[src/hdl/mips_pkg.sv]
package mips_pkg;

	typedef logic [31:0] word_t;
	typedef logic [4:0] reg_addr_t;

	// Primary opcodes of the supported subset.
	typedef enum logic [5:0] {
		OP_SPECIAL = 6'h00,
		OP_J       = 6'h02,
		OP_JAL     = 6'h03,
		OP_BEQ     = 6'h04,
		OP_BNE     = 6'h05,
		OP_ADDIU   = 6'h09,
		OP_SLTI    = 6'h0a,
		OP_ANDI    = 6'h0c,
		OP_ORI     = 6'h0d,
		OP_XORI    = 6'h0e,
		OP_LUI     = 6'h0f,
		OP_LW      = 6'h23,
		OP_SW      = 6'h2b
	} opcode_t;

	typedef enum logic [5:0] {
		F_SLL  = 6'h00,
		F_SRL  = 6'h02,
		F_SRA  = 6'h03,
		F_JR   = 6'h08,
		F_ADDU = 6'h21,
		F_SUBU = 6'h23,
		F_AND  = 6'h24,
		F_OR   = 6'h25,
		F_XOR  = 6'h26,
		F_NOR  = 6'h27,
		F_SLT  = 6'h2a,
		F_SLTU = 6'h2b
	} funct_t;

	typedef enum logic [3:0] {
		ALU_ADD, ALU_SUB, ALU_AND, ALU_OR, ALU_XOR, ALU_NOR,
		ALU_SLT, ALU_SLTU, ALU_SLL, ALU_SRL, ALU_SRA, ALU_LUI
	} alu_op_t;

	typedef enum logic [1:0] {PC_SEQ, PC_BRANCH, PC_JUMP, PC_JR} pc_action_t;
	typedef enum logic [1:0] {RD1_RS, RD1_RT, RD1_NONE} rd1_src_t;
	typedef enum logic [1:0] {RD2_RS, RD2_RT, RD2_NONE} rd2_src_t;
	typedef enum logic [1:0] {WA_RD, WA_RT, WA_R31} wr_addr_src_t;
	typedef enum logic [1:0] {WD_ALU, WD_MEM, WD_PC4} wr_data_src_t;
	typedef enum logic {IMM_SIGNED, IMM_UNSIGNED} imm_ext_t;
	typedef enum logic [1:0] {B_REG, B_IMM, B_SHAMT} alu_b_src_t;

	typedef struct packed {
		rd1_src_t     rd1_src;
		rd2_src_t     rd2_src;
		wr_addr_src_t wr_addr_src;
		wr_data_src_t wr_data_src;
		logic         reg_we;
		imm_ext_t     imm_ext;
		alu_b_src_t   alu_b_src;
		alu_op_t      alu_op;
		logic         mem_we;
		pc_action_t   pc_action;
		logic         branch_on_equal; // Else branch on not equal.
	} ctrl_t;

	// One retired instruction.
	typedef struct packed {
		logic      valid;
		word_t     pc;
		word_t     instr;
		logic      reg_we;
		reg_addr_t reg_addr;
		word_t     reg_data;
		logic      mem_we;
		word_t     mem_addr;
		word_t     mem_data;
	} retire_t;

endpackage

[src/hdl/mips_pc.sv]
`timescale 1ns/10ps

module mips_pc (
	input  logic                 clock,
	input  logic                 rst_n,
	input  logic                 run,
	input  mips_pkg::pc_action_t action,
	input  logic                 branch_on_equal,
	input  logic                 zero,
	input  mips_pkg::word_t      offset,
	input  logic [25:0]          target,
	input  mips_pkg::word_t      reg_target,
	output mips_pkg::word_t      pc,
	output mips_pkg::word_t      pc_plus4
);

	mips_pkg::word_t pc_next;
	logic taken;

	assign pc_plus4 = pc + 32'd4;
	assign taken = (zero == branch_on_equal);

	always_comb begin
		case (action)
			mips_pkg::PC_BRANCH: pc_next = taken ? pc_plus4 + offset : pc_plus4;
			mips_pkg::PC_JUMP:   pc_next = {pc_plus4[31:28], target, 2'b00};
			mips_pkg::PC_JR:     pc_next = reg_target;
			default:             pc_next = pc_plus4;
		endcase
	end

	always_ff @(posedge clock) begin
		if (!rst_n || !run)
			pc <= '0; // Stopped core restarts at 0.
		else
			pc <= pc_next;
	end

	// Catches a jr to a misaligned register value.
	assert property (@(posedge clock) disable iff (!rst_n)
		pc[1:0] == 2'b00)
		else $error("pc: misaligned address %h", pc);

endmodule

[config.mk]
export PLATFORM = sky130hd
export DESIGN_NAME = mips_pc
export DESIGN_NICKNAME = d
export VERILOG_FILES = /design/src/hdl/mips_pkg.sv /design/src/hdl/mips_pc.sv
export SDC_FILE = /design/constraint.sdc
export NUM_CORES = 1
export LEC_CHECK = 0
export BUFFER_PORTS_ARGS = -buffer_cell sky130_fd_sc_hd__buf_2
export CORE_MARGIN = 2
export CORE_UTILIZATION = 30
export DETAILED_ROUTE_END_ITERATION = 8
export PLACE_DENSITY = 0.65
export SYNTH_ARGS = -nofsm -noshare
export SYNTH_HDL_FRONTEND = slang
export SYNTH_SLANG_ARGS = --single-unit
[constraint.sdc]
create_clock -name clock -period 3.7 [get_ports clock]
set_input_delay 0 -clock clock [delete_from_list [all_inputs] [get_ports clock]]
set_output_delay 0 -clock clock [all_outputs]
set_load 0.01 [all_outputs]
### Word-level counts from Yosys, hierarchy flattened

Cells that the tools add are included.

* register bits: 32
* output and inout port bits: 64

* add/subtract/negate cells: 2
* equality and inequality tests: 4
* multiplexer cells: 2
* reduce and logical (&&, ||, !) cells: 3

Operators with widths (number)
* $pmux W32 S3: 1
* $add A32 B3 Y32 const B: 1
* $add A32 B32 Y32: 1
* $mux W32: 1
* $eq A2 B2 Y1 const B: 2
* $eq A2 B1 Y1 const B: 1
* $logic_not A1 Y1: 2
* $eq A1 B1 Y1: 1
* $logic_or A1 B1 Y1: 1

### Longest topological paths before layout

* depth after elaboration: 4
* mapped depth: 18

### Worst setup path after synthesis

OpenSTA, ideal clock, no wires.

* kind: flip-flop to flip-flop
* start: register pc[2]
* end: register pc[28]
* library setup time: 0.128 ns
* arrival: 3.786 ns
* data required time: 3.572 ns
* path slack: -0.214 ns
* stages on the path, launching flop included: 18
* path buffers: 1
* cells stage by stage: dfxtp_1 ha_1 and3_1 and4_1 and3_1 clkbuf_1 nand4_1 xnor2_1 ha_1 a221o_1 and3_1 o21ai_0 nand2_1 a41o_2 a221oi_4 xnor2_1 a222oi_1 nor2_1

* longest elaborated chain between the ends: 4

RTL lines
* start, declared: RTL line mips_pc.sv:13 `output mips_pkg::word_t pc,`
* start signal, assigned: RTL line mips_pc.sv:36 `pc <= pc_next;`
* $add A32 B3 Y32: RTL line mips_pc.sv:20 `assign pc_plus4 = pc + 32'd4;`
* named net pc_plus4[18]: RTL line mips_pc.sv:14 `output mips_pkg::word_t pc_plus4`
* $add A32 B32 Y32: RTL line mips_pc.sv:25 `mips_pkg::PC_BRANCH: pc_next = taken ? pc_plus4 + offset : pc_plus4;`
* $mux W32: RTL line mips_pc.sv:25
* $pmux W32 S3: RTL line mips_pc.sv:24 `case (action)`

The timed path passes the listed nets, and every way through them passes these cells.
A chain may end at the register's enable or synchronous reset.

### Worst setup path after layout

* start: register pc[2]
* end: register pc[28]

* longest elaborated chain between the ends: 4

RTL lines (RTL line)
* $add A32 B3 Y32 (*): mips_pc.sv:20
* $add A32 B32 Y32: mips_pc.sv:25
* $mux W32: mips_pc.sv:25
* $pmux W32 S3 (*): mips_pc.sv:24

Mark *: on every way between the ends. The rest lies on a longest branch, timed or not.

==> metrics <==
status=complete, no violations; switching pwr=0.000483 W; GRT overflow=0; # H-tree levels=2; input/output buffers=between 150 and 200; most frequent cells in the layout=160 x buf_2, 66 x buf_4, 62 x a21oi_1; TritonCTS clock tree=yes; Pins Over Slew Limit=0; Detail Route Antenna Nets=0; Syn Std Cell Area=~3800 sq um; fraction of layout instances using a drive strength above 1=between 40% and 50%; internal power=0.000905 W; GPL Wtd Cong=between 0.8 and 0.9; crit path launch type=register; WS Path Type=register to register; Clock transition at path regs=around 60 ps; DRT Pass-1 Iters=5; initial core utilization=about 31%; FF+latch count, synth=32; routed len/inst=~17 um; Regs by FF count=pc: 32 flops; dpl cell area=just over 5000 sq um; first-pass GRT wire length=22000 um; Sw Share=between 30% and 40%; worst path cell trace=ha_4 > and3_4 > and4_4 > and3_4 > nand4_1 > xnor2_2 > ha_4 > a221o_1 > and3_4 > o21ai_2 > nand2_1 > a41o_2 > a221oi_4 > xnor2_1 > a222oi_1 > nor2_1; Leakage=between 2 and 3 nW; Worst Skew=roughly 2.8 ps; Logic pwr share=41.7%; CTS buffer count=5; Longest Clk Path Bufs=2; y dimension of the die=117 um; fin crit period=3550 ps; Starting DRT DRC Count=between 200 and 300; Core Region=12600 sq um; Final nets=between 800 and 900; share of the synthesized area in the top cell type=approximately 17%; Worst Hold Class=input port to register; crit share post-route=between 90% and 100%; sum of routed wire length over all layers=approximately 15000 um; largest net degree at the start of global routing=between 50 and 60; DRC=0; Post-DP HPWL=between 10000 and 15000 um; routed vias/inst=5.20; GRT Total Usage=20.9%; max FFs per register=32; capturing element type of the critical path=register; number of max-cap violations=0; sequential share of power=approximately 28%; Syn Nets=around 640; vias in the first global route=4402; Area contributors post-synth=dfxtp_1 17%, ha_1 12%, xnor2_1 8.9%; number of synthesized flops with an enable pin=0; Hold Fails Final Rpt=0; Worst Path Buf+Inv=0; WP data arrival=3680 ps; Die X=about 120 um; Cells after Synth=507; Synth cell types=60; initial antenna violation count=1; PwrDens=between 200 and 250 nW/um^2; row cnt=between 40 and 50; crit-path most repeated cell=and3_4; clock sink count=32; commonest non-fill, non-tap cell in the layout=buf_2; Finished Cell Area=roughly 5600 sq um; Final setup viols=0; Clk network pwr share=between 30% and 40%; Non-Filler Instances=889; post-synth top area cell=dfxtp_1; Max transition margin=approximately 29%; Placed Instances=between 800 and 900; sequential share of the synthesized area=16.7%; synth warn=0; Clk Latency, worst-skew pair=280 ps; Root Buffer=clkbuf_16; post-synthesis async set-or-reset flop share=0%; highest-delay cell along the critical path=dfxtp_4; via count=4625; Die Area=between 10000 and 15000 sq um; FMAX=about 0.28 GHz; slowest stage delay, CP=about 370 ps; Worst-Margin Slew=1070 ps; most flop-heavy register=pc; area grow syn2layout=46.4%; Crit path max-delay family=compound AO/OA/AOI/OAI gates; maximum vdd drop=roughly 0.16 mV; IO Count=between 150 and 200; Worst Path Required=3830 ps; Avg Cell Area, Syn=roughly 7.6 sq um; critical path peak fanout=4; setup TNS=0 ps; Primary FF master, synth=dfxtp_1
-- power by group through the flow --
stage / sequential (W) / combinational, W / clock (W)
2_1_floorplan: 0.000395 / 0.000322 / 0
3_3_place_gp: 0.000388 / 0.000537 / 0
3_5_place_dp: 0.000389 / 0.000536 / 0
4_1_cts: 0.000382 / 0.000543 / 0.000430
5_1_grt: 0.000385 / 0.000633 / 0.000440
6_report: 0.000382 / 0.000579 / 0.000427
-- repair_timing --
item / CTS / global route
buffers inserted: 2 / 16
setup endpoints to repair: 2 / 10
hold buffers: 1 / 0
pin swaps: 2 / 19
gates cloned: 0 / 0
resized for setup: 1 / 35
endpoints found under the hold margin: 1 / 0
-- layer usage --
metal,wire length [um],GRT usage [%],share of wire (%),vias up
li1,-,-,-,2295
met1,6290,26.0,42,2142
met2,7290,38.0,49,170
met3,1100,3.19,7.4,18
met4,205,5.02,1.4,0
met5,0,0,0,-
-- tightest hold or removal path: cells and delay by family --
| family | cells | cell delay, ps |
|---|---|---|
| compound gates | 2 | 170 |
| buf+inv | 1 | 90 |
-- kinds of logic (layout without fill, tap and decap cells) --
family                   Yosys count  count (layout)  share of synthesized area, %
adder cells (fa/ha/maj)           37              37                          12.3
AO/OA/AOI/OAI                    173             173                          28.8
AND/OR/NAND/NOR                  153             153                          20.0
buffers and inverters             39             248                          4.24
XOR/XNOR                          55              55                          12.6
flip-flops                        32              32                          16.7
multiplexers                      18              18                          5.42
other                              0               1                             0
-- synthesized netlist by cell type (all sizes together), types with 4 or more instances --
library cell / n
inv: 13
and3: 15
xnor2: 39
clkbuf: 21
and2: 5
o21bai: 4
a21o: 9
a22oi: 12
o21ai: 35
dfxtp: 32
o22ai: 5
nand2: 49
nand3: 16
nor2: 26
nor2b: 14
mux2i: 5
a31oi: 7
o221ai: 9
nor3: 6
a21oi: 68
ha: 36
mux2: 12
buf: 5
nand4: 9
xor2: 16
-- layout make-up --
cell class	instances	area (sq um)
multi-input cells	436	3250
clock buffers	8	146
diodes	1	2.50
repair buffers	227	1310
fillers	1293	6950
inverters	13	48.8
well taps	172	215
flip-flops and latches	32	647
-- through the flow --
step | utilization [%] | worst slack, ps | hold slack [ps] | total power [W]
6_report | 44.7 | 145 | 19.2 | 0.00139
5_1_grt | 44.6 | -53.4 | 55.0 | 0.00146
4_1_cts | 42.3 | -1.27 | 20.9 | 0.00135
3_5_place_dp | 40.9 | -12.4 | 281 | 0.000925
3_3_place_gp | 40.9 | 40.9 | 285 | 0.000925
2_1_floorplan | - | 32.9 | 174 | 0.000717
-- path summary, 6_finish.rpt --
path | from | endpoint | slack, ps | cells after the start
hold / removal | reg_target[21] | pc[21]$_SDFF_PP0_ | 20 | 3
setup reg to reg | pc[2]$_SDFF_PP0_ | pc[28]$_SDFF_PP0_ | 150 | 16
hold reg to reg | pc[0]$_SDFFE_PP0P_ | pc[0]$_SDFFE_PP0P_ | 680 | 3
setup / recovery | pc[2]$_SDFF_PP0_ | pc[28]$_SDFF_PP0_ | 150 | 16
(Power assumes the default switching activity.)
