--- config.mk ---
export PLATFORM = sky130hd
export DESIGN_NAME = mips_decode
export DESIGN_NICKNAME = d
export VERILOG_FILES = /design/src/hdl/mips_pkg.sv /design/src/hdl/mips_decode.sv
export SDC_FILE = /design/constraint.sdc
export NUM_CORES = 1
export LEC_CHECK = 0
export BUFFER_PORTS_ARGS = -buffer_cell sky130_fd_sc_hd__buf_4
export CAP_MARGIN = 20
export CORE_MARGIN = 5
export CORE_UTILIZATION = 44
export DETAILED_ROUTE_END_ITERATION = 10
export GPL_TIMING_DRIVEN = 0
export PLACE_DENSITY_LB_ADDON = 0.12
export SLEW_MARGIN = 10
export SYNTH_ARGS = -nofsm -noshare
export SYNTH_HDL_FRONTEND = slang
export SYNTH_SLANG_ARGS = --single-unit
--- constraint.sdc ---
create_clock -name vclk -period 3.1
set_input_delay 0.31 -clock vclk [all_inputs]
set_output_delay 0.31 -clock vclk [all_outputs]
set_load 0.01 [all_outputs]
--- src/hdl/mips_pkg.sv ---
package mips_pkg;

	typedef logic [31:0] word_t;
	typedef logic [4:0] reg_addr_t;

	// Primary opcodes of the supported subset.
	typedef enum logic [5:0] {
		OP_SPECIAL = 6'h00,
		OP_J       = 6'h02,
		OP_JAL     = 6'h03,
		OP_BEQ     = 6'h04,
		OP_BNE     = 6'h05,
		OP_ADDIU   = 6'h09,
		OP_SLTI    = 6'h0a,
		OP_ANDI    = 6'h0c,
		OP_ORI     = 6'h0d,
		OP_XORI    = 6'h0e,
		OP_LUI     = 6'h0f,
		OP_LW      = 6'h23,
		OP_SW      = 6'h2b
	} opcode_t;

	typedef enum logic [5:0] {
		F_SLL  = 6'h00,
		F_SRL  = 6'h02,
		F_SRA  = 6'h03,
		F_JR   = 6'h08,
		F_ADDU = 6'h21,
		F_SUBU = 6'h23,
		F_AND  = 6'h24,
		F_OR   = 6'h25,
		F_XOR  = 6'h26,
		F_NOR  = 6'h27,
		F_SLT  = 6'h2a,
		F_SLTU = 6'h2b
	} funct_t;

	typedef enum logic [3:0] {
		ALU_ADD, ALU_SUB, ALU_AND, ALU_OR, ALU_XOR, ALU_NOR,
		ALU_SLT, ALU_SLTU, ALU_SLL, ALU_SRL, ALU_SRA, ALU_LUI
	} alu_op_t;

	typedef enum logic [1:0] {PC_SEQ, PC_BRANCH, PC_JUMP, PC_JR} pc_action_t;
	typedef enum logic [1:0] {RD1_RS, RD1_RT, RD1_NONE} rd1_src_t;
	typedef enum logic [1:0] {RD2_RS, RD2_RT, RD2_NONE} rd2_src_t;
	typedef enum logic [1:0] {WA_RD, WA_RT, WA_R31} wr_addr_src_t;
	typedef enum logic [1:0] {WD_ALU, WD_MEM, WD_PC4} wr_data_src_t;
	typedef enum logic {IMM_SIGNED, IMM_UNSIGNED} imm_ext_t;
	typedef enum logic [1:0] {B_REG, B_IMM, B_SHAMT} alu_b_src_t;

	typedef struct packed {
		rd1_src_t     rd1_src;
		rd2_src_t     rd2_src;
		wr_addr_src_t wr_addr_src;
		wr_data_src_t wr_data_src;
		logic         reg_we;
		imm_ext_t     imm_ext;
		alu_b_src_t   alu_b_src;
		alu_op_t      alu_op;
		logic         mem_we;
		pc_action_t   pc_action;
		logic         branch_on_equal; // Else branch on not equal.
	} ctrl_t;

	// One retired instruction.
	typedef struct packed {
		logic      valid;
		word_t     pc;
		word_t     instr;
		logic      reg_we;
		reg_addr_t reg_addr;
		word_t     reg_data;
		logic      mem_we;
		word_t     mem_addr;
		word_t     mem_data;
	} retire_t;

endpackage

--- src/hdl/mips_decode.sv ---
`timescale 1ns/10ps

module mips_decode (
	input  mips_pkg::word_t instr,
	output mips_pkg::ctrl_t ctrl
);

	localparam mips_pkg::ctrl_t NOP_CTRL = '{
		rd1_src:         mips_pkg::RD1_NONE,
		rd2_src:         mips_pkg::RD2_NONE,
		wr_addr_src:     mips_pkg::WA_RD,
		wr_data_src:     mips_pkg::WD_ALU,
		reg_we:          1'b0,
		imm_ext:         mips_pkg::IMM_SIGNED,
		alu_b_src:       mips_pkg::B_REG,
		alu_op:          mips_pkg::ALU_ADD,
		mem_we:          1'b0,
		pc_action:       mips_pkg::PC_SEQ,
		branch_on_equal: 1'b0
	};

	mips_pkg::opcode_t op;
	mips_pkg::funct_t fn;

	assign op = mips_pkg::opcode_t'(instr[31:26]);
	assign fn = mips_pkg::funct_t'(instr[5:0]);

	always_comb begin
		ctrl = NOP_CTRL;
		case (op)
			mips_pkg::OP_SPECIAL: begin
				ctrl.rd1_src = mips_pkg::RD1_RS;
				ctrl.rd2_src = mips_pkg::RD2_RT;
				ctrl.reg_we = 1'b1;
				case (fn)
					mips_pkg::F_ADDU: ctrl.alu_op = mips_pkg::ALU_ADD;
					mips_pkg::F_SUBU: ctrl.alu_op = mips_pkg::ALU_SUB;
					mips_pkg::F_AND:  ctrl.alu_op = mips_pkg::ALU_AND;
					mips_pkg::F_OR:   ctrl.alu_op = mips_pkg::ALU_OR;
					mips_pkg::F_XOR:  ctrl.alu_op = mips_pkg::ALU_XOR;
					mips_pkg::F_NOR:  ctrl.alu_op = mips_pkg::ALU_NOR;
					mips_pkg::F_SLT:  ctrl.alu_op = mips_pkg::ALU_SLT;
					mips_pkg::F_SLTU: ctrl.alu_op = mips_pkg::ALU_SLTU;
					mips_pkg::F_SLL:  ctrl.alu_op = mips_pkg::ALU_SLL;
					mips_pkg::F_SRL:  ctrl.alu_op = mips_pkg::ALU_SRL;
					mips_pkg::F_SRA:  ctrl.alu_op = mips_pkg::ALU_SRA;
					mips_pkg::F_JR: begin
						ctrl.rd2_src = mips_pkg::RD2_NONE;
						ctrl.reg_we = 1'b0;
						ctrl.pc_action = mips_pkg::PC_JR;
					end
					default: ctrl = NOP_CTRL;
				endcase
				// Shifts read rt on port 1, amount comes from shamt.
				if (ctrl.alu_op inside {mips_pkg::ALU_SLL, mips_pkg::ALU_SRL, mips_pkg::ALU_SRA}) begin
					ctrl.rd1_src = mips_pkg::RD1_RT;
					ctrl.rd2_src = mips_pkg::RD2_NONE;
					ctrl.alu_b_src = mips_pkg::B_SHAMT;
				end
			end
			mips_pkg::OP_ADDIU, mips_pkg::OP_SLTI, mips_pkg::OP_ANDI, mips_pkg::OP_ORI,
			mips_pkg::OP_XORI, mips_pkg::OP_LUI, mips_pkg::OP_LW: begin
				ctrl.rd1_src = mips_pkg::RD1_RS;
				ctrl.wr_addr_src = mips_pkg::WA_RT;
				ctrl.reg_we = 1'b1;
				ctrl.alu_b_src = mips_pkg::B_IMM;
				if (op inside {mips_pkg::OP_ANDI, mips_pkg::OP_ORI, mips_pkg::OP_XORI, mips_pkg::OP_LUI})
					ctrl.imm_ext = mips_pkg::IMM_UNSIGNED; // Logic ops zero extend.
				case (op)
					mips_pkg::OP_SLTI: ctrl.alu_op = mips_pkg::ALU_SLT;
					mips_pkg::OP_ANDI: ctrl.alu_op = mips_pkg::ALU_AND;
					mips_pkg::OP_ORI:  ctrl.alu_op = mips_pkg::ALU_OR;
					mips_pkg::OP_XORI: ctrl.alu_op = mips_pkg::ALU_XOR;
					mips_pkg::OP_LUI:  ctrl.alu_op = mips_pkg::ALU_LUI;
					mips_pkg::OP_LW:   ctrl.wr_data_src = mips_pkg::WD_MEM;
					default:           ctrl.alu_op = mips_pkg::ALU_ADD;
				endcase
			end
			mips_pkg::OP_SW: begin
				ctrl.rd1_src = mips_pkg::RD1_RS;
				ctrl.rd2_src = mips_pkg::RD2_RT;
				ctrl.alu_b_src = mips_pkg::B_IMM;
				ctrl.mem_we = 1'b1;
			end
			mips_pkg::OP_BEQ, mips_pkg::OP_BNE: begin
				ctrl.rd1_src = mips_pkg::RD1_RS;
				ctrl.rd2_src = mips_pkg::RD2_RT;
				ctrl.alu_op = mips_pkg::ALU_SUB; // Zero flag compares.
				ctrl.pc_action = mips_pkg::PC_BRANCH;
				ctrl.branch_on_equal = (op == mips_pkg::OP_BEQ);
			end
			mips_pkg::OP_J: ctrl.pc_action = mips_pkg::PC_JUMP;
			mips_pkg::OP_JAL: begin
				ctrl.pc_action = mips_pkg::PC_JUMP;
				ctrl.wr_addr_src = mips_pkg::WA_R31;
				ctrl.wr_data_src = mips_pkg::WD_PC4;
				ctrl.reg_we = 1'b1;
			end
			default: ctrl = NOP_CTRL; // Unknown opcode runs as a no-op.
		endcase
	end

	always_comb
		assert ($isunknown(instr) || !$isunknown(ctrl)) else $error("decode: unknown control bits");

endmodule

* After elaboration in Yosys (flattened, before gate mapping) *
Cells that the tools add are included.
Widths: inputs -> output; s select.

word-level totals
  memory bits (writable) = 0
  output and inout port bits = 20
  memories = 0
  bits in registers = 0
  ROM bits = 0
  latch bits = 0

operators by class
  shifts and indexed selects = 0
  add/sub/neg operators = 0
  reduce and logical (&&, ||, !) cells = 12
  div/mod/pow operators = 0
  multiply operators = 0
  muxes and demuxes = 20
  order comparisons = 0
  bitwise operators = 0
  equality and inequality tests = 26

operators by type and width
  kind                count
  $eq 6x6->1 const B  10
  $eq 6x4->1 const B  7
  $pmux 4 s10         1
  $eq 6x2->1 const B  4
  $pmux 4 s5          1
  $pmux 5 s3          1
  $eq 4x4->1 const B  3
  $eq 6x3->1 const B  2
  $logic_not 6->1     2
  $pmux 2 s2          3
  $pmux 4 s3          1
  $reduce_or 12->1    1
  $reduce_or 11->1    1
  $reduce_or 10->1    1
  $mux 2              4
  $mux 4              2
  $reduce_or 8->1     1
  $reduce_or 7->1     1
  $mux 1              6
  $pmux 2 s3          1
  $reduce_bool 4->1   1
  $reduce_or 2->1     2
  $reduce_bool 3->1   1
  $reduce_or 3->1     1

* Depth between registers and ports, before layout *
Gate-level depths: netlist of run 1.

  depth after elaboration = 7
  mapped depth = 5
  depth with buffers taken out = 4

* Worst setup path before layout of run 1 *
OpenSTA, ideal clock, no wires.

  path kind = input to output
  start = input instr[2]
  end = output ctrl[16] (netlist bit)
  cell stages on the path = 5
  required time = 2.790 ns
  setup slack = 1.296 ns
  data arrival time = 1.494 ns
  cell sequence = buf_6 -> and2b_1 -> a2111oi_4 -> a31oi_2 -> o41ai_1

RTL lines
  element          line              RTL
  start, declared  mips_decode.sv:4  input mips_pkg::word_t instr,
  end, declared    mips_decode.sv:5  output mips_pkg::ctrl_t ctrl

==> reports/metrics.yaml, run 1 <==
yosys:
  ys_types: 41
  syn_area_um2: 617
  yosysWarnings: 0
  ys_top_cells_by_area: "a2111oi_4, nand2_1, nand2b_1, nor2_1, buf_6"
  syn_nets: 122
  yosysSeqAreaShare_pct: 0
  synth_top_area_share_pct: 8.92
  synth_most_common_cell: "nand2_1"
  yosys.area.top_type: "a2111oi_4"
  avgSynthCellArea_um2: 6.85
  synth_cells: 90
  synthTopCellsByCount: "nand2_1, nor2_1, nand2b_1"
timing:
  period_share_pct: 64.2
  fmax_mhz: 503
  setup_tns_ns: 0
  final.setup.worst_slack_ns: 1.11
  grt_setup_unrepaired: "no"
  fin_crit_ns: 1.99
  maxSlewHeadroom_pct: 71.0
  hold_violations: 0
  finalMaxSlewViolations: 0
  finalSetupViolCount: 0
  worst_pin_slew_ns: 0.435
route:
  final_antenna_net_count: 0
  drcViolationCount: 0
  via_per_inst: 5.60
  drt_pass1_iterations: 4
  vias: 745
  avgRoutedWirePerCell_um: 12.9
  drt_iter0_markers: 12
  wirelength_mm: 1.72
cells_and_area:
  fin_area_um2: 846
  fillers: 138
  seq_cells: 0
  regArea_um2: 0
  multiInputGateArea_um2: 542
  clkbuf_count: 0
  layout-drive-gt1-share_pct: 37.3
  areaGrowthSynthToFinish_pct: 37.1
  n_antenna_cell: 0
  final_net_count: 152
  fin_util_pct: 64.2
setup_path:
  worstSetupStartpointType: "primary input"
  cp_slowest_cell: "or4_1"
  timing.critical_path.mode_cell: "buf_4"
  path_buf_inv: 2
  cpPeakStageDelay_ns: 0.51
  cp-end-kind: "output pin"
  cp.required_ns: 2.79
  cp_top_family: "simple AND/OR/NAND/NOR gates"
  crit_chain: "buf_4, or4_1, nor4_1, nor2_1, nor4_2, buf_4"
  critPathArrivalTime_ns: 1.68
  path_class: "primary input to output pin"
  cp_num_cells: 6
  worstPathMaxFanout: 8
clocking:
  cts_setup_buffers: 0
  cts-hold-fix-buffers: 0
  cts_resized: 0
floorplanning:
  die_width_um: 47.4
  die_y_um: 47.4
  ios: 52
  fp-row-count: 13
  start_util_pct: 46.8
  core_region_area_um2: 1320
  dieArea_um2: 2250
global_route:
  grt-ovfl-total: 0
  grt_util_all_layers_pct: 16.1
  grt_max_degree: 11
  grt_pass1_vias: 655
  antenna_found_initial: 0
  grt_pass1_wl_mm: 2.81
hold_path:
  hold-path-cell-count: 3
  hold_path.class: "primary input to output pin"
  hold-path-endpoint: "ctrl[6]"
  hp-start: "instr[26]"
power_and_ir_drop:
  internal_power_uw: 40.8
  ir_drop_uv: 62.8
  pwr-share-comb_pct: 100.0
  p_leak_nw: 0.336
  p_per_area_nw_per_um2: 106
  seqPwrFrac_pct: 0
  switchingPower_uw: 49.0
  power.clock.fraction_pct: 0
  p_sw_share_pct: 54.6
place:
  place_congestion: 0.809
  dp_hpwl_mm: 1.41
  io_buffers: 28
  post_dp_cell_area_um2: 846
  dpl_worst_slack_ns: 1.11
job:
  maxCapViolations: 0
status:
  status: "finished, final reports clean"
[metrics by stage]
step | power (mW) | std cells | hold WS [ns]
6_report | 0.0898 | 133 | 0.921
5_1_grt | 0.0993 | 133 | 0.941
4_1_cts | 0.0902 | 133 | 0.920
3_5_place_dp | 0.0899 | 133 | 0.918
3_3_place_gp | 0.0886 | 133 | 0.920
2_1_floorplan | 0.0564 | 90 | 0.720
[routing by layer]
metal  wire length, µm  vias to the layer above  global-route usage (%)
met1               801                      332                    23.6
met2               805                       21                    28.1
met5                 0                        -                       0
met4                 0                        0                       0
met3               112                        0                       0
li1                  -                      392                       -
[layout by cell type, fill, tap and decap left out, drive strengths merged, types with 2 or more instances in the layout]
master	count
nor2b	4
nor3	2
clkbuf	3
o21ai	2
or2	2
nand2b	6
buf	34
nor3b	2
nor4	7
xor2	2
nor2	10
a2111oi	2
inv	3
a21oi	5
nand2	10
o32a	2
nand3	3
[layout make-up]
cell class	instances	area share, %
plain buffers	9	7.54
well taps	15	2.22
inverters	3	1.33
repair buffers	28	24.9
multi-input cells	78	64.1
[power groups by stage]
| stage | registers, mW | clock network [mW] | logic, mW |
|---|---|---|---|
| 2_1_floorplan | 0 | 0 | 0.0564 |
| 3_3_place_gp | 0 | 0 | 0.0886 |
| 3_5_place_dp | 0 | 0 | 0.0899 |
| 4_1_cts | 0 | 0 | 0.0902 |
| 5_1_grt | 0 | 0 | 0.0993 |
| 6_report | 0 | 0 | 0.0898 |
[logic make-up after synthesis]
logic type | share of synthesized area (%)
xor+xnor | 2.84
buf+inv | 12.2
simple gates | 51.1
compound gates | 33.9
[worst max-delay path by stage]
stage / startpoint / end / slack, ns
final: instr[0] / ctrl[1] / 1.11
after global routing: instr[30] / ctrl[17] / 1.01
after CTS: instr[0] / ctrl[1] / 1.12
after detailed placement: instr[0] / ctrl[1] / 1.11
after global placement: instr[28] / ctrl[17] / 1.12
after floorplan: instr[2] / ctrl[16] / 1.30
No activity file was read; power rests on OpenSTA's default activity.
==> run 2, diff against run 1 <==
- CORE_UTILIZATION: 44 -> 41
- clock period: 3.1 -> 1.9 ns (I/O delays scaled with it)
==> reports/metrics.yaml, run 2 (synthesis gave the netlist of run 1 again) <==
route:
  drt_iter0_markers: 5  # -7
  avgRoutedWirePerCell_um: 13.7  # +6.0%
  drcViolationCount: 0  # unchanged
  drt_pass1_iterations: 2  # -2
  via_per_inst: 5.71  # +1.9%
  wirelength_mm: 1.84  # +6.7%
  final_antenna_net_count: 0  # unchanged
  vias: 765  # +2.7%
global_route:
  grt_max_degree: 11  # unchanged
  antenna_found_initial: 0  # unchanged
  grt_pass1_vias: 682  # +4.1%
  grt_pass1_wl_mm: 3.13  # +12%
  grt-ovfl-total: 0  # unchanged
  grt_util_all_layers_pct: 14.7  # -1.4 points
setup_path:
  cpPeakStageDelay_ns: 0.35  # -0.16 ns
  path_buf_inv: 2  # unchanged
  worstSetupStartpointType: "primary input"
  cp_num_cells: 6  # unchanged
  startpoint: "instr[3]"
  cp_slowest_cell: "a2111oi_4"
  cp-end-kind: "output pin"
  timing.critical_path.mode_cell: "buf_4"
  path_class: "primary input to output pin"
  cp_top_family: "compound AO/OA/AOI/OAI gates"
  crit_chain: "buf_4, or2_2, a2111oi_4, nand3_1, a21oi_1, buf_4"
  worstPathMaxFanout: 9  # +1
  crit_end: "ctrl[7]"
  critPathArrivalTime_ns: 1.53  # -0.15 ns
  cp.required_ns: 1.71  # -1.08 ns
timing:
  grt_setup_unrepaired: "no"
  period_share_pct: 90.4
  final.setup.worst_slack_ns: 0.182  # -0.929 ns
  maxSlewHeadroom_pct: 69.3  # -1.7 points
  finalMaxSlewViolations: 0  # unchanged
  hold_violations: 0  # unchanged
  fmax_mhz: 582
  fin_crit_ns: 1.72
  finalSetupViolCount: 0  # unchanged
  setup_tns_ns: 0  # unchanged
  worst_pin_slew_ns: 0.460  # +0.0251 ns
  whs_ns: 0.684  # -0.237 ns
cells_and_area:
  final_cell_mix: "buf_4, nand2_1, nor2_1"
  regArea_um2: 0  # unchanged
  n_antenna_cell: 0  # unchanged
  fin_util_pct: 58.2  # -6.0 points
  final_net_count: 152  # unchanged
  layout-drive-gt1-share_pct: 37.3  # unchanged
  final_common_cell: "buf_4"
  fin_area_um2: 856  # +1.2%
  seq_cells: 0  # unchanged
  clkbuf_count: 0  # unchanged
  fin_cells: 134  # +0.75%
  fillers: 158  # +14%
  areaGrowthSynthToFinish_pct: 38.7
hold_path:
  hold_path.class: "primary input to output pin"
power_and_ir_drop:
  seqPwrFrac_pct: 0  # unchanged
  internal_power_uw: 67.1  # +64%
  power_uw: 150  # +67%
  p_leak_nw: 0.338  # +0.46%
  power.clock.fraction_pct: 0  # unchanged
  p_sw_share_pct: 55.3  # +0.75 points
  switchingPower_uw: 83.0  # +69%
  ir_drop_uv: 97.0  # +54%
  pwr-share-comb_pct: 100.0  # about the same
  p_per_area_nw_per_um2: 175  # +65%
place:
  dp_hpwl_mm: 1.41  # -0.54%
  place_congestion: 0.808  # -0.11%
  io_buffers: 28  # unchanged
  dpl_worst_slack_ns: 0.175  # -0.936 ns
  post_dp_cell_area_um2: 847  # +0.15%
  post-place-cells: 134  # +0.75%
job:
  maxCapViolations: 0  # unchanged
floorplanning:
  start_util_pct: 41.9  # -4.9 points
  core_region_area_um2: 1470  # +12%
  die_width_um: 48.8  # +2.8%
  ios: 52  # unchanged
  die_y_um: 48.8  # +2.8%
  dieArea_um2: 2380  # +5.8%
  fp-row-count: 14  # +1
clocking:
  cts_setup_buffers: 0  # unchanged
  cts-hold-fix-buffers: 0  # unchanged
status:
  status: "finished, final reports clean"
## run 2: power by group through the flow
stage               Sequential [mW]  Combinational, mW  Clock, mW
global placement                  0              0.145          0
global route                      0              0.164          0
detailed placement                0              0.147          0
CTS                               0              0.148          0
floorplan                         0             0.0921          0
finish                            0              0.150          0
## run 2: what timing repair did
item / in CTS / in global routing
hold endpoints to repair: 0 / 0
endpoints found under the setup margin: 0 / 1
resized for setup: 0 / 1
## run 2: worst min path at each step
stage | startpoint | endpoint | slack, ns | depth (start not counted)
final | instr[26] | ctrl[6] | 0.68 | 3
after global routing | instr[26] | ctrl[6] | 0.70 | 3
after CTS | instr[26] | ctrl[6] | 0.68 | 3
after detailed placement | instr[26] | ctrl[6] | 0.68 | 3
after global placement | instr[26] | ctrl[6] | 0.68 | 3
after floorplan | instr[4] | ctrl[16] | 0.48 | 1
## run 2: cell type report
class              count  area, µm²  share of cell area [%]
well taps             16       20.0                    2.34
plain buffers          9       63.8                    7.46
inverters              3       11.3                    1.32
repair buffers        28        210                    24.6
multi-input cells     78        551                    64.3
## run 2: metal layers
layer / up-vias / wire (µm) / track usage [%]
met5: - / 0 / 0
met4: 0 / 0 / 0
met3: 0 / 87 / 1.83
met2: 21 / 814 / 21.3
met1: 345 / 933 / 24.0
li1: 399 / - / -
==> run 3, diff against run 2 <==
- ABC_AREA: not set -> 1
- CORE_UTILIZATION: 41 -> 37
==> reports/metrics.yaml, run 3 <==
status:
  status: "finished, final reports clean"
cells_and_area:
  final_net_count: 164  # +7.9%
  final_common_cell: "buf_4"
  fin_area_um2: 737  # -14%
  fin_util_pct: 58.1  # -0.076 points
  regArea_um2: 0  # unchanged
  clkbuf_count: 0  # unchanged
  fillers: 140  # -11%
  areaGrowthSynthToFinish_pct: 51.8
  seq_cells: 0  # unchanged
  n_antenna_cell: 0  # unchanged
  final_cell_mix: "buf_4, nand2_1, nor2_1"
  layout-drive-gt1-share_pct: 33.1  # -4.2 points
timing:
  fmax_mhz: 673  # +16%
  worst_pin_slew_ns: 0.370  # -0.0904 ns
  maxSlewHeadroom_pct: 75.1  # +5.8 points
  period_share_pct: 78.2  # -12 points
  fin_crit_ns: 1.49  # -0.232 ns
  finalMaxSlewViolations: 0  # unchanged
  hold_violations: 0  # unchanged
  finalSetupViolCount: 0  # unchanged
  setup_tns_ns: 0  # unchanged
  final.setup.worst_slack_ns: 0.414  # +0.232 ns
  grt_setup_unrepaired: "no"
floorplanning:
  fp-row-count: 13  # -1
  core_region_area_um2: 1270  # -14%
  ios: 52  # unchanged
  dieArea_um2: 2140  # -10%
  start_util_pct: 38.3  # -3.7 points
  die_y_um: 46.2  # -5.3%
  die_width_um: 46.2  # -5.3%
global_route:
  antenna_found_initial: 0  # unchanged
  grt-ovfl-total: 0  # unchanged
  grt_max_degree: 9  # -2
  grt_util_all_layers_pct: 15.5  # +0.79 points
  grt_pass1_wl_mm: 2.64  # -16%
  grt_pass1_vias: 667  # -2.2%
setup_path:
  critPathArrivalTime_ns: 1.30  # -0.23 ns
  worstSetupStartpointType: "primary input"
  path_class: "primary input to output pin"
  worstPathMaxFanout: 8  # -1
  cp-end-kind: "output pin"
  cp.required_ns: 1.71  # about the same
yosys:
  synth_top_area_share_pct: 18.6  # +9.6 points
  yosysSeqAreaShare_pct: 0  # unchanged
  synthTopCellsByCount: "nand2_1, nor2_1, inv_1, nand3_1, nand4_1"
  avgSynthCellArea_um2: 4.90  # -28%
  syn_area_um2: 485  # -21%
  ys_types: 17  # -59%
  synth_most_common_cell: "nand2_1"
  ys_top_cells_by_area: "nand2_1, nand3_1, nor2_1, inv_1, nand4_1"
  synth_cells: 99  # +10%
  yosysWarnings: 0  # unchanged
  syn_nets: 131  # +7.4%
  yosys.area.top_type: "nand2_1"
place:
  dp_hpwl_mm: 1.32  # -6.2%
  io_buffers: 31  # +11%
  post_dp_cell_area_um2: 737  # -13%
  dpl_worst_slack_ns: 0.434  # +0.260 ns
  place_congestion: 0.839  # +3.8%
clocking:
  cts_setup_buffers: 0  # unchanged
  cts-hold-fix-buffers: 0  # unchanged
  cts_resized: 0  # unchanged
route:
  drt_pass1_iterations: 5  # +3
  avgRoutedWirePerCell_um: 10.6  # -22%
  drcViolationCount: 0  # unchanged
  final_antenna_net_count: 0  # unchanged
  wirelength_mm: 1.54  # -16%
  drt_iter0_markers: 22  # +17
  via_per_inst: 5.08  # -11%
  vias: 737  # -3.7%
hold_path:
  hold_path.class: "primary input to output pin"
  hp-start: "instr[26]"
  hold-path-cell-count: 3  # unchanged
  hold-path-endpoint: "ctrl[0]"
power_and_ir_drop:
  power_uw: 111  # -26%
  p_per_area_nw_per_um2: 151  # -14%
  ir_drop_uv: 81.1  # -16%
  p_leak_nw: 0.431  # +27%
job:
  maxCapViolations: 0  # unchanged
==> run 3: changes by cell type after synthesis, sizes merged, moves of 3 or more <==
cell / previous run / this run
a21oi: 5 / 0
nor2b: 4 / 0
buf: 6 / 2
nor4: 7 / 0
nand4: 1 / 6
nor2: 10 / 23
clkbuf: 3 / 0
nand3: 3 / 16
nand2b: 6 / 0
inv: 3 / 16
o211ai: 0 / 3
o22ai: 0 / 3
nand2: 10 / 24
==> run 3: where the power goes <==
part           internal [mW]  leakage (nW)  switching [mW]  total, mW
Clock                      0             0               0          0
Combinational         0.0484         0.431          0.0627      0.111
Sequential                 0             0               0          0
Total                 0.0484         0.431          0.0627      0.111
==> run 3: final cells by class <==
cell class                 count  area (µm²)  share of cell area [%]
multi-input combinational     81         407                    55.2
timing repair buffer          31         233                    31.6
inverter                      16        60.1                    8.15
buffer                         2        18.8                    2.55
tap                           15        18.8                    2.55
==> run 3: worst max path at each step <==
stage                     startpoint       end  cells past startpoint
final                      instr[31]   ctrl[6]                      7
after global routing       instr[31]   ctrl[6]                      7
after CTS                   instr[3]   ctrl[4]                      8
after detailed placement    instr[3]   ctrl[4]                      8
after global placement     instr[31]   ctrl[6]                      7
after floorplan            instr[31]  ctrl[19]                      6
==> run 3: logic make-up (layout without fill, tap and decap cells) <==
logic type | Yosys count | after routing | synth area share, %
AOI/OAI and AO/OA | 10 | 10 | 12.6
and+or+nand+nor | 71 | 71 | 71.1
buffers and inverters | 18 | 49 | 16.2
==> run 3: metrics by stage <==
| stage | cells | hold slack [ns] |
|---|---|---|
| 3_5_place_dp | 145 | 0.665 |
| 4_1_cts | 145 | 0.667 |
| 3_3_place_gp | 145 | 0.666 |
| 5_1_grt | 145 | 0.690 |
| 2_1_floorplan | 99 | 0.428 |
| 6_report | 145 | 0.665 |
==> run 3: worst max-delay path, stage by stage <==
cell and delay, ns:
buf_4 0.11, nor2_2 0.18, nand2_1 0.15, nor2_4 0.20, inv_2 0.09, o211ai_1 0.22, buf_4 0.16
==> run 3: routing by layer <==
| metal | track usage, % | vias up | part of all wire, % | wire length, µm |
|---|---|---|---|---|
| li1 | - | 390 | - | - |
| met1 | 18.9 | 320 | 41 | 627 |
| met2 | 29.7 | 27 | 52 | 806 |
| met3 | 1.17 | 0 | 6.9 | 107 |
| met4 | 1.70 | 0 | 0 | 0 |
| met5 | 0 | - | 0 | 0 |
